## config.mk

```make
export PLATFORM = sky130hd
export DESIGN_NAME = cic_decimator_top
export DESIGN_NICKNAME = d
export VERILOG_FILES = /design/src/rtl/cic_pkg.sv /design/src/rtl/cic_sample_gate.sv /design/src/rtl/cic_integrator_chain.sv /design/src/rtl/cic_comb_chain.sv /design/src/rtl/cic_output_stage.sv /design/src/rtl/cic_decimator_top.sv
export VERILOG_INCLUDE_DIRS = /design/src /design/src/rtl
export SDC_FILE = /design/constraint.sdc
export NUM_CORES = 2
export LEC_CHECK = 0
export BUFFER_PORTS_ARGS = -buffer_cell sky130_fd_sc_hd__buf_2
export CELL_PAD_IN_SITES_DETAIL_PLACEMENT = 0
export CELL_PAD_IN_SITES_GLOBAL_PLACEMENT = 1
export CORE_AREA = 2 2 351 318
export DETAILED_ROUTE_END_ITERATION = 6
export DIE_AREA = 0 0 353 320
export GPL_ROUTABILITY_DRIVEN = 0
export PLACE_DENSITY = 0.85
export REMOVE_ABC_BUFFERS = 1
export SLEW_MARGIN = 20
export SYNTH_ARGS = -nofsm -noshare
export SYNTH_HDL_FRONTEND = slang
export SYNTH_SLANG_ARGS = --single-unit
```

## constraint.sdc

```tcl
create_clock -name clk -period 31.4 [get_ports clk]
set_input_delay 4.71 -clock clk [delete_from_list [all_inputs] [get_ports clk]]
set_output_delay 4.71 -clock clk [all_outputs]
set_load 0.05 [all_outputs]
```

## src/rtl/cic_cfg.svh

```systemverilog
// --------------------------------------------------------------------------
// cic decimator configuration
// widths, stage count and ratio limits shared by the whole design
// --------------------------------------------------------------------------
`ifndef CIC_CFG_SVH
`define CIC_CFG_SVH

// sample and datapath widths
`define CIC_IN_WIDTH    16
`define CIC_ACC_WIDTH   80
`define CIC_OUT_WIDTH   32

// number of integrators and of combs
`define CIC_STAGES      3

// ratio and shift controls
`define CIC_RATE_WIDTH  16
`define CIC_MIN_RATE    2
`define CIC_SHIFT_WIDTH 7

`endif

```

## src/rtl/cic_pkg.sv

```systemverilog
// --------------------------------------------------------------------------
// cic decimator package
// sample, accumulator and output types plus the small state enums
// --------------------------------------------------------------------------
`default_nettype none

`include "cic_cfg.svh"

package cic_pkg;

  // signed input sample
  typedef logic signed [`CIC_IN_WIDTH-1:0] sample_t;

  // accumulator word, wraps in two's complement
  typedef logic signed [`CIC_ACC_WIDTH-1:0] acc_t;

  // scaled and saturated result
  typedef logic signed [`CIC_OUT_WIDTH-1:0] out_t;

  // one-result credit between input and output
  typedef enum logic {
    CREDIT_FREE = 1'b0,
    CREDIT_USED = 1'b1
  } credit_state_t;

  // output holder occupancy
  typedef enum logic {
    HOLD_EMPTY = 1'b0,
    HOLD_FULL  = 1'b1
  } hold_state_t;

endpackage

`default_nettype wire

```

## src/rtl/cic_sample_gate.sv

```systemverilog
// --------------------------------------------------------------------------
// cic sample gate
// accepts input samples, sign-extends them to the accumulator width,
// counts decimation groups and holds the one-result credit
// --------------------------------------------------------------------------
`timescale 1ns/1ps
`default_nettype none

`include "cic_cfg.svh"

module cic_sample_gate
  import cic_pkg::*;
(
  input  logic                       clk,
  input  logic                       reset,
  input  logic                       in_valid,
  output logic                       in_ready,
  input  sample_t                    in_data,
  input  logic [`CIC_RATE_WIDTH-1:0] decim_rate,
  input  logic                       result_taken,
  output logic                       samp_valid,
  output acc_t                       samp_data,
  output logic                       samp_last
);

  logic [`CIC_RATE_WIDTH-1:0] rate_clamped;
  logic [`CIC_RATE_WIDTH-1:0] rate_q;
  logic [`CIC_RATE_WIDTH-1:0] grp_count;
  logic                       started;
  credit_state_t              credit;
  logic                       closing;
  logic                       accept;
  sample_t                    data_q;
  logic                       valid_q;
  logic                       last_q;

  // requests below the minimum ratio are raised to it
  assign rate_clamped = (decim_rate < `CIC_RATE_WIDTH'(`CIC_MIN_RATE)) ?
                        `CIC_RATE_WIDTH'(`CIC_MIN_RATE) : decim_rate;

  // counter sits on the last sample of the group
  assign closing = (grp_count == rate_q - 1'b1);

  // only the closing sample waits for the credit
  assign in_ready = !(closing && (credit == CREDIT_USED));
  assign accept   = in_valid && in_ready;

  // --------------------------------------------------------------------------
  // group counter and ratio latch
  // --------------------------------------------------------------------------
  always_ff @(posedge clk or posedge reset) begin
    if (reset) begin
      grp_count <= '0;
      rate_q    <= `CIC_RATE_WIDTH'(`CIC_MIN_RATE);
      started   <= 1'b0;
    end else begin
      if (accept) begin
        started <= 1'b1;
        if (closing) begin
          grp_count <= '0;
        end else begin
          grp_count <= grp_count + 1'b1;
        end
      end
      // ratio follows the port until the first sample, then only at group close
      if (!started || (accept && closing)) begin
        rate_q <= rate_clamped;
      end
    end
  end

  // credit taken by the closing sample, returned by the output transfer
  always_ff @(posedge clk or posedge reset) begin
    if (reset) begin
      credit <= CREDIT_FREE;
    end else if (accept && closing) begin
      credit <= CREDIT_USED;
    end else if (result_taken) begin
      credit <= CREDIT_FREE;
    end
  end

  // --------------------------------------------------------------------------
  // input register, then sign extension into the sample stage
  // --------------------------------------------------------------------------
  always_ff @(posedge clk or posedge reset) begin
    if (reset) begin
      valid_q    <= 1'b0;
      last_q     <= 1'b0;
      samp_valid <= 1'b0;
      samp_last  <= 1'b0;
    end else begin
      valid_q    <= accept;
      last_q     <= accept && closing;
      samp_valid <= valid_q;
      samp_last  <= last_q;
    end
  end

  always_ff @(posedge clk) begin
    if (accept) begin
      data_q <= in_data;
    end
    if (valid_q) begin
      samp_data <= {{(`CIC_ACC_WIDTH-`CIC_IN_WIDTH){data_q[`CIC_IN_WIDTH-1]}}, data_q};
    end
  end

endmodule

`default_nettype wire

```

## src/rtl/cic_integrator_chain.sv

```systemverilog
// --------------------------------------------------------------------------
// cic integrator chain
// cascade of wrap-around integrators, stepped once per input sample
// --------------------------------------------------------------------------
`timescale 1ns/1ps
`default_nettype none

`include "cic_cfg.svh"

module cic_integrator_chain
  import cic_pkg::*;
(
  input  logic clk,
  input  logic reset,
  input  logic samp_valid,
  input  acc_t samp_data,
  input  logic samp_last,
  output logic int_valid,
  output acc_t int_data,
  output logic int_last
);

  acc_t acc      [`CIC_STAGES];
  acc_t stage_in [`CIC_STAGES];

  assign stage_in[0] = samp_data;

  // each stage adds the registered value of the one before it
  for (genvar s = 0; s < `CIC_STAGES; s++) begin : g_stage
    if (s > 0) begin : g_link
      assign stage_in[s] = acc[s-1];
    end

    // sum wraps at the accumulator width
    always_ff @(posedge clk or posedge reset) begin
      if (reset) begin
        acc[s] <= '0;
      end else if (samp_valid) begin
        acc[s] <= acc[s] + stage_in[s];
      end
    end
  end

  // flags ride alongside the last stage
  always_ff @(posedge clk or posedge reset) begin
    if (reset) begin
      int_valid <= 1'b0;
      int_last  <= 1'b0;
    end else begin
      int_valid <= samp_valid;
      int_last  <= samp_valid && samp_last;
    end
  end

  assign int_data = acc[`CIC_STAGES-1];

endmodule

`default_nettype wire

```

## src/rtl/cic_comb_chain.sv

```systemverilog
// --------------------------------------------------------------------------
// cic comb chain
// cascaded differences against the previous group close, one result
// registered per group
// --------------------------------------------------------------------------
`timescale 1ns/1ps
`default_nettype none

`include "cic_cfg.svh"

module cic_comb_chain
  import cic_pkg::*;
(
  input  logic clk,
  input  logic reset,
  input  logic int_valid,
  input  acc_t int_data,
  input  logic int_last,
  output logic comb_valid,
  output acc_t comb_data
);

  acc_t dly      [`CIC_STAGES];
  acc_t stage_in [`CIC_STAGES];
  acc_t diff     [`CIC_STAGES];
  logic close_grp;

  assign close_grp = int_valid && int_last;

  // differences chained combinationally
  always_comb begin
    stage_in[0] = int_data;
    diff[0]     = int_data - dly[0];
    for (int s = 1; s < `CIC_STAGES; s++) begin
      stage_in[s] = diff[s-1];
      diff[s]     = diff[s-1] - dly[s];
    end
  end

  // --------------------------------------------------------------------------
  // delay registers, updated only when a group closes
  // --------------------------------------------------------------------------
  always_ff @(posedge clk or posedge reset) begin
    if (reset) begin
      for (int s = 0; s < `CIC_STAGES; s++) begin
        dly[s] <= '0;
      end
    end else if (close_grp) begin
      for (int s = 0; s < `CIC_STAGES; s++) begin
        dly[s] <= stage_in[s];
      end
    end
  end

  always_ff @(posedge clk or posedge reset) begin
    if (reset) begin
      comb_valid <= 1'b0;
    end else begin
      comb_valid <= close_grp;
    end
  end

  // final difference
  always_ff @(posedge clk) begin
    if (close_grp) begin
      comb_data <= diff[`CIC_STAGES-1];
    end
  end

endmodule

`default_nettype wire

```

## src/rtl/cic_output_stage.sv

```systemverilog
// --------------------------------------------------------------------------
// cic output stage
// arithmetic right shift, half-up rounding and saturation to the output
// width, with a one-entry holder on the valid/ready output
// --------------------------------------------------------------------------
`timescale 1ns/1ps
`default_nettype none

`include "cic_cfg.svh"

module cic_output_stage
  import cic_pkg::*;
(
  input  logic                        clk,
  input  logic                        reset,
  input  logic                        comb_valid,
  input  acc_t                        comb_data,
  input  logic [`CIC_SHIFT_WIDTH-1:0] out_shift,
  input  logic                        out_ready,
  output logic                        out_valid,
  output out_t                        out_data,
  output logic                        result_taken
);

  localparam out_t OUT_MAX = {1'b0, {(`CIC_OUT_WIDTH-1){1'b1}}};
  localparam out_t OUT_MIN = {1'b1, {(`CIC_OUT_WIDTH-1){1'b0}}};

  logic [`CIC_ACC_WIDTH:0] data_ext;
  logic                    round_bit;
  acc_t                    shifted;
  acc_t                    rounded;
  logic                    fits;
  out_t                    sat_value;
  hold_state_t             hold_state;

  // --------------------------------------------------------------------------
  // scaling
  // --------------------------------------------------------------------------

  // a zero appended below bit 0 gives the bit under the cut, zero for no shift
  assign data_ext  = {comb_data, 1'b0};
  assign round_bit = data_ext[out_shift];
  assign shifted   = comb_data >>> out_shift;

  // no overflow since a nonzero round bit means some bit was shifted out
  assign rounded = shifted + acc_t'(round_bit);

  // in range when every bit above the output msb copies the sign
  assign fits = (rounded[`CIC_ACC_WIDTH-1:`CIC_OUT_WIDTH-1] ==
                 {(`CIC_ACC_WIDTH-`CIC_OUT_WIDTH+1){rounded[`CIC_ACC_WIDTH-1]}});

  always_comb begin
    if (fits) begin
      sat_value = rounded[`CIC_OUT_WIDTH-1:0];
    end else if (rounded[`CIC_ACC_WIDTH-1]) begin
      sat_value = OUT_MIN;
    end else begin
      sat_value = OUT_MAX;
    end
  end

  // --------------------------------------------------------------------------
  // output holder
  // --------------------------------------------------------------------------

  // the credit upstream keeps a new result from landing on a full holder
  always_ff @(posedge clk or posedge reset) begin
    if (reset) begin
      hold_state <= HOLD_EMPTY;
    end else if (comb_valid) begin
      hold_state <= HOLD_FULL;
    end else if (out_valid && out_ready) begin
      hold_state <= HOLD_EMPTY;
    end
  end

  always_ff @(posedge clk) begin
    if (comb_valid) begin
      out_data <= sat_value;
    end
  end

  assign out_valid    = (hold_state == HOLD_FULL);

  // returns the credit to the sample gate
  assign result_taken = out_valid && out_ready;

endmodule

`default_nettype wire

```

## src/rtl/cic_decimator_top.sv

```systemverilog
// --------------------------------------------------------------------------
// cic decimator top
// third-order cic decimation filter, sample gate through integrators and
// combs to the scaled, saturated output
// --------------------------------------------------------------------------
`timescale 1ns/1ps
`default_nettype none

`include "cic_cfg.svh"

module cic_decimator_top
  import cic_pkg::*;
(
  input  logic                        clk,
  input  logic                        reset,
  input  logic                        in_valid,
  output logic                        in_ready,
  input  sample_t                     in_data,
  input  logic [`CIC_RATE_WIDTH-1:0]  decim_rate,
  input  logic [`CIC_SHIFT_WIDTH-1:0] out_shift,
  output logic                        out_valid,
  input  logic                        out_ready,
  output out_t                        out_data
);

  // sample gate to integrators
  logic samp_valid;
  acc_t samp_data;
  logic samp_last;

  // integrators to combs
  logic int_valid;
  acc_t int_data;
  logic int_last;

  // combs to output stage
  logic comb_valid;
  acc_t comb_data;

  // credit return
  logic result_taken;

  cic_sample_gate u_sample_gate (
    .clk          (clk),
    .reset        (reset),
    .in_valid     (in_valid),
    .in_ready     (in_ready),
    .in_data      (in_data),
    .decim_rate   (decim_rate),
    .result_taken (result_taken),
    .samp_valid   (samp_valid),
    .samp_data    (samp_data),
    .samp_last    (samp_last)
  );

  cic_integrator_chain u_integrator_chain (
    .clk        (clk),
    .reset      (reset),
    .samp_valid (samp_valid),
    .samp_data  (samp_data),
    .samp_last  (samp_last),
    .int_valid  (int_valid),
    .int_data   (int_data),
    .int_last   (int_last)
  );

  cic_comb_chain u_comb_chain (
    .clk        (clk),
    .reset      (reset),
    .int_valid  (int_valid),
    .int_data   (int_data),
    .int_last   (int_last),
    .comb_valid (comb_valid),
    .comb_data  (comb_data)
  );

  cic_output_stage u_output_stage (
    .clk          (clk),
    .reset        (reset),
    .comb_valid   (comb_valid),
    .comb_data    (comb_data),
    .out_shift    (out_shift),
    .out_ready    (out_ready),
    .out_valid    (out_valid),
    .out_data     (out_data),
    .result_taken (result_taken)
  );

endmodule

`default_nettype wire

```

# Word-level counts from Yosys, hierarchy flattened
# Index checks and enable logic that the tools add are counted.
# totals
regBits	666
input_bits	43
output_inout_bits	34
elab_cells	56
# classes
n_addsub	9
n_lt_le_gt_ge	2
n_eq_ne	2
shift	1
n_mux	9
n_reduce_logical	11
# ops
cell	n
$sub 80x80->80	3
$add 80x80->80	2
$add 80x16->80	1
$add 80x2->80	1
$sshr 80x7->80	1
$mux 32	2
$eq 48x48->1	1
$mux 16	2
$add 16x1->16 const B	1
$eq 16x16->1	1
$lt 16x2->1 const B	1
$sub 16x1->16 const B	1
$lt 7x8->1 const B	1
$bmux 1 s7	1
$logic_and 1x1->1	6
$mux 1	4
$reduce_bool 2->1	2
$logic_not 1->1	2
$logic_or 1x1->1	1

# Logic depth before layout (Yosys ltp)
# logic_depth
word_depth	7
mapped_depth	44
ltp_nobuf	43

# By module
# From an unflattened synthesis, not the netlist that was laid out.
# hier_totals
hier_cells	7519
hier_area_um2	64119.0
# by_module_without_submodules
module	instances	cells_each	area_per_inst_um2
cic_comb_chain	1	3182	26103.8
cic_integrator_chain	1	2630	23109.7
cic_output_stage	1	1376	11049.3
cic_sample_gate	1	331	3856.2

# Least setup slack after synthesis
# Ideal clock, no wire load.
# synth_path
path_type	input port to flip-flop
start	input out_shift[0]
end	register u_output_stage.out_data[1] (data pin)
arrival_time_ns	10.260
t_required_ns	31.138
slack_ns	20.879
cell_stages	25
path_buffers	7
path_cell_list	buf_2 buf_2 buf_4 buf_2 buf_2 buf_1 o21ai_0 a21oi_1 o21ai_0 mux4_2 o21ai_0 ha_1 ha_1 nand3_1 nor2_1 nand3_1 or3_1 mux2_2 nand4_1 nor4_1 nand4_1 or4b_4 o41ai_4 buf_6 o21ai_2
# synth_between
elab_chain_len	5
elab_cells_between_ends	7
# synth_rtl
item	line_no	text
from (decl)	cic_decimator_top.sv:20	input logic [`CIC_SHIFT_WIDTH-1:0] out_shift,
$bmux 1 s7	cic_output_stage.sv:42	assign round_bit = data_ext[out_shift];
$mux 1 (not written as such)	cic_output_stage.sv:42	
$add 80x2->80 *	cic_output_stage.sv:46	assign rounded = shifted + acc_t'(round_bit);
$eq 48x48->1 / $mux 32 (equally long branches)	cic_output_stage.sv:49, cic_output_stage.sv:55	
$mux 32 *	cic_output_stage.sv:53	if (fits) begin
via u_output_stage.sat_value[1]	cic_output_stage.sv:33	out_t sat_value;
to (signal assigned)	cic_output_stage.sv:79	out_data <= sat_value;
to (decl)	cic_output_stage.sv:21	output out_t out_data,
# The timed path passes the listed nets; every way through them passes the cells marked *. The select of a mux whose other input is x is not followed.
# A chain may end at the register's enable or synchronous reset.

# Worst setup path after layout
# layout_path
start	input out_shift[3]
end	register u_output_stage.out_data[19] (data pin)
# The elaborated chain is that of the path after synthesis.

==> results_tabular.tex <==
\begin{tabular}{lr}
\hline
Metric & Value \\
\hline
\multicolumn{2}{l}{\textbf{CTS}} \\
\# clock sinks & 666 \\
H-tree levels & 3 \\
CTS Root Buffer Type & sky130\_fd\_sc\_hd\_\_clkbuf\_16 \\
Clk buf depth & 3 \\
Buffers inserted by post-CTS timing repair & 0 \\
Inserted Clock Buffers & 80 \\
Insertion delay to the later sink of the worst-skew pair & 680 ps \\
CTS Hold Buffers Added & 0 \\
Post-cts resize count & 0 \\
Clock tree from TritonCTS & done \\
CTS clock-pin slew for the worst setup and hold paths & 60 ps \\
\multicolumn{2}{l}{\textbf{Yosys}} \\
Register bit total from synthesis & 666 \\
Top FF cell, synth & sky130\_fd\_sc\_hd\_\_dfrtp\_1 \\
Ranking of synthesized cells by area & sky130\_fd\_sc\_hd\_\_dfrtp\_1 (22\%), sky130\_fd\_sc\_hd\_\_ha\_1 (10\%), sky130\_fd\_sc\_hd\_\_edfxtp\_1 (7.2\%), sky130\_fd\_sc\_hd\_\_mux2\_2 (5.4\%), sky130\_fd\_sc\_hd\_\_xnor2\_1 (5.3\%) \\
Async set-or-reset flop fraction in the synthesized netlist & 78.4\% \\
Synthesized area per cell & around 9 µm² \\
Post-Synthesis Cells & 6,591 \\
Post-synth top cells & sky130\_fd\_sc\_hd\_\_nand2\_1 (591), sky130\_fd\_sc\_hd\_\_dfrtp\_1 (521), sky130\_fd\_sc\_hd\_\_a21oi\_1 (512), sky130\_fd\_sc\_hd\_\_o21ai\_0 (479), sky130\_fd\_sc\_hd\_\_ha\_1 (478) \\
Most instantiated library cell after synthesis & sky130\_fd\_sc\_hd\_\_nand2\_1 \\
Unique masters post-synth & about 130 \\
Yosys warnings & 0 \\
Share of the synthesized area in the top cell type & 21.8\% \\
Number of enable-type register cells in the synthesized netlist & 144 \\
Cell type with the highest aggregate area in the netlist & sky130\_fd\_sc\_hd\_\_dfrtp\_1 \\
Post-Syn Area & 59,700 µm² \\
Portion of the post-synthesis area used by sequential elements & 29.1\% \\
\multicolumn{2}{l}{\textbf{STA}} \\
Total setup violations reported at the end of the flow & 0 \\
Period utilization & 39.0\% \\
Endpoints failing hold & 0 \\
Final worst path period need & between 10,000 and 15,000 ps \\
Worst max-slew margin expressed relative to the limit & 24.4\% \\
Unrepaired setup endpoints after global routing & false \\
Slew at the pin closest to its max-slew limit & 1100 ps \\
Total negative slack & 0 ps \\
Worst clock skew & 28.4 ps \\
Max-slew violation count & 0 \\
Post-route worst hold slack & 381 ps \\
Max frequency & 81.7 MHz \\
\multicolumn{2}{l}{\textbf{Critical path}} \\
Crit-path cells & buf\_6 > buf\_4 > buf\_4 > mux2i\_1 > mux4\_2 > mux2\_2 > a21oi\_1 > o21ai\_0 > o22ai\_1 > ha\_1 > ha\_1 > nand3\_1 > nor2\_1 > nand3\_1 > nor4b\_4 > and4\_1 > nor3\_1 > a211oi\_2 > nand4\_1 > or4b\_4 > o41ai\_4 > buf\_4 > o21ai\_1 \\
Endpoint type of the worst setup path & flop \\
Slowest-stage cell, CP & sky130\_fd\_sc\_hd\_\_buf\_4 \\
Family with the most delay on the worst path & simple AND/OR/NAND/NOR gates \\
Worst Path Required & 31,770 ps \\
Class of the most critical setup path & primary input to flop \\
Signal arrival time at the worst endpoint & 12,610 ps \\
Most prevalent standard cell on the critical path & sky130\_fd\_sc\_hd\_\_buf\_4 \\
FF-to-FF Start & u\_integrator\_chain.int\_data[0] \\
Buf+Inv Stages, Crit Path & 4 \\
Delay contributed by the slowest stage of the critical path & 780 ps \\
Critical-path maximum fanout & between 60 and 70 \\
Worst setup path startpoint & out\_shift[3] \\
Reg2Reg Setup Slack & 21,330 ps \\
Startpoint kind of the worst setup timing path & primary input \\
\multicolumn{2}{l}{\textbf{Die}} \\
Core region area & 109,000 µm² \\
Placement row count & 115 \\
Starting Density & 54.8\% \\
Total I/O pin count & 77 \\
Horizontal extent of the die & 353 µm \\
Die Area & 113,000 µm² \\
Chip height & 320 µm \\
\multicolumn{2}{l}{\textbf{Placed design}} \\
Area after detailed placement & 60,900 µm² \\
Number of I/O port buffers & 76 \\
Post-detail-place hpwl & 117 mm \\
\multicolumn{2}{l}{\textbf{Detailed routing}} \\
Post-detailed-route DRC marker count & 32 \\
Metal-1 WL & 72.8 mm \\
Starting DRC count in detailed routing & $\sim$5,000 \\
Top layer used by detailed routing & met4 \\
Number of optimization iterations in the first detailed-route pass & 7 \\
Met2 Routed Length & 64.5 mm \\
Detailed-route vias per instance & 6.19 \\
Post-route ant nets & 0 \\
Total Wirelength & 156 mm \\
Routed WL per cell & 19.4 µm \\
Total length of routed met3 wires & 11.8 mm \\
Total number of vias & 49,900 \\
\multicolumn{2}{l}{\textbf{Global route}} \\
Total congestion overflow after global routing & 0 \\
Vias in the first global route & 47,100 \\
Antenna violations before repair & 1 \\
Wire length of the first global-routing pass & between 200 and 300 mm \\
Global-route usage over all layers & 27.3\% \\
Largest net degree at the start of global routing & 181 \\
\multicolumn{2}{l}{\textbf{Layout}} \\
Final nets & around 7,100 \\
Final core occ & 58.4\% \\
Share of cells above drive strength 1 & 12.1\% \\
Post-route standard cell area excluding fillers & 63,700 µm² \\
Area overhead of the layout relative to synthesis & 6.59\% \\
Diodes inserted & 0 \\
\multicolumn{2}{l}{\textbf{Hold path}} \\
Launch instance of the worst min-delay path & u\_sample\_gate.last\_q \\
Type of the tightest min-delay check & flop to flop \\
\multicolumn{2}{l}{\textbf{Run status}} \\
Violations in the final reports & DRC \\
Outcome & complete, but fails checks \\
\multicolumn{2}{l}{\textbf{Flow run}} \\
Max-cap violations & 0 \\
\hline
\end{tabular}
[final cells by class]
| cell class | count | area (µm²) |
|---|---|---|
| fill | 9765 | 45400 |
| sequential | 666 | 17400 |
| tap | 1462 | 1830 |
| clock buffer | 115 | 2360 |
| multi-input combinational | 5272 | 39500 |
| timing repair buffer | 119 | 724 |
| clock inverter | 33 | 387 |
| inverter | 388 | 1470 |
[metal layers]
metal  track usage, %  vias to the layer above
met1             39.2                    23400
li1                 -                    24200
met3             5.19                      484
met5                0                        -
met2             40.6                     1845
met4             10.7                        0
[cells in the final DEF, fill, tap and decap left out, drive strengths merged, types with 119 or more instances in the layout]
| cell type | count |
|---|---|
| xnor2 | 361 |
| edfxtp | 144 |
| dfrtp | 521 |
| nand2 | 594 |
| mux2i | 134 |
| mux4 | 130 |
| mux2 | 287 |
| ha | 478 |
| nor2 | 367 |
| o21ai | 514 |
| inv | 390 |
| buf | 119 |
| xor2 | 163 |
| a21o | 340 |
| a21oi | 512 |
| nand3 | 150 |
[registers in the layout, indices dropped and copies added (netlist names), 32 cells and up]
register and flops:
u_comb_chain.dly 240, u_integrator_chain.acc 160, u_comb_chain.comb_data 80, u_integrator_chain.int_data 80, u_output_stage.out_data 32
[final timing paths]
path	cells after the start	to
setup / recovery	23	u_output_stage.out_data[19]
hold / removal	0	u_sample_gate.samp_last
setup reg to reg	41	u_comb_chain.comb_data[76]
hold reg to reg	0	u_sample_gate.samp_last
max in group asynchronous	5	u_output_stage.out_valid
min in group asynchronous	2	u_integrator_chain.acc[225]
[worst reg2reg max path, delay by kind of cell (launching register included)]
kind	cells	cell delay, ps
AOI/OAI and AO/OA	23	6080
and+or+nand+nor	9	1430
adders and majority gates	4	1290
xor gates and xnor gates	3	430
DFF	1	380
buffers and inverters	2	180
[stage by stage]
step                      std cells  worst slack (ps)
final                          8055             19160
after global routing           8055             18770
after CTS                      8055             19410
after detailed placement       7907             18730
after global placement         7907             18820
after floorplan                6326             12110
[logic make-up after synthesis]
kind of cell	count (synthesis)	synth area share (%)
DFF	666	29.1
xor gates and xnor gates	525	7.75
adders and majority gates	484	10.2
buffers and inverters	653	4.79
and+or+nand+nor	1705	13.9
AOI/OAI and AO/OA	2007	21.7
muxes	551	12.6
Power is left out: the tool's default activity adds up to more than one toggle a clock period on the data nets, which glitch-free logic cannot reach.
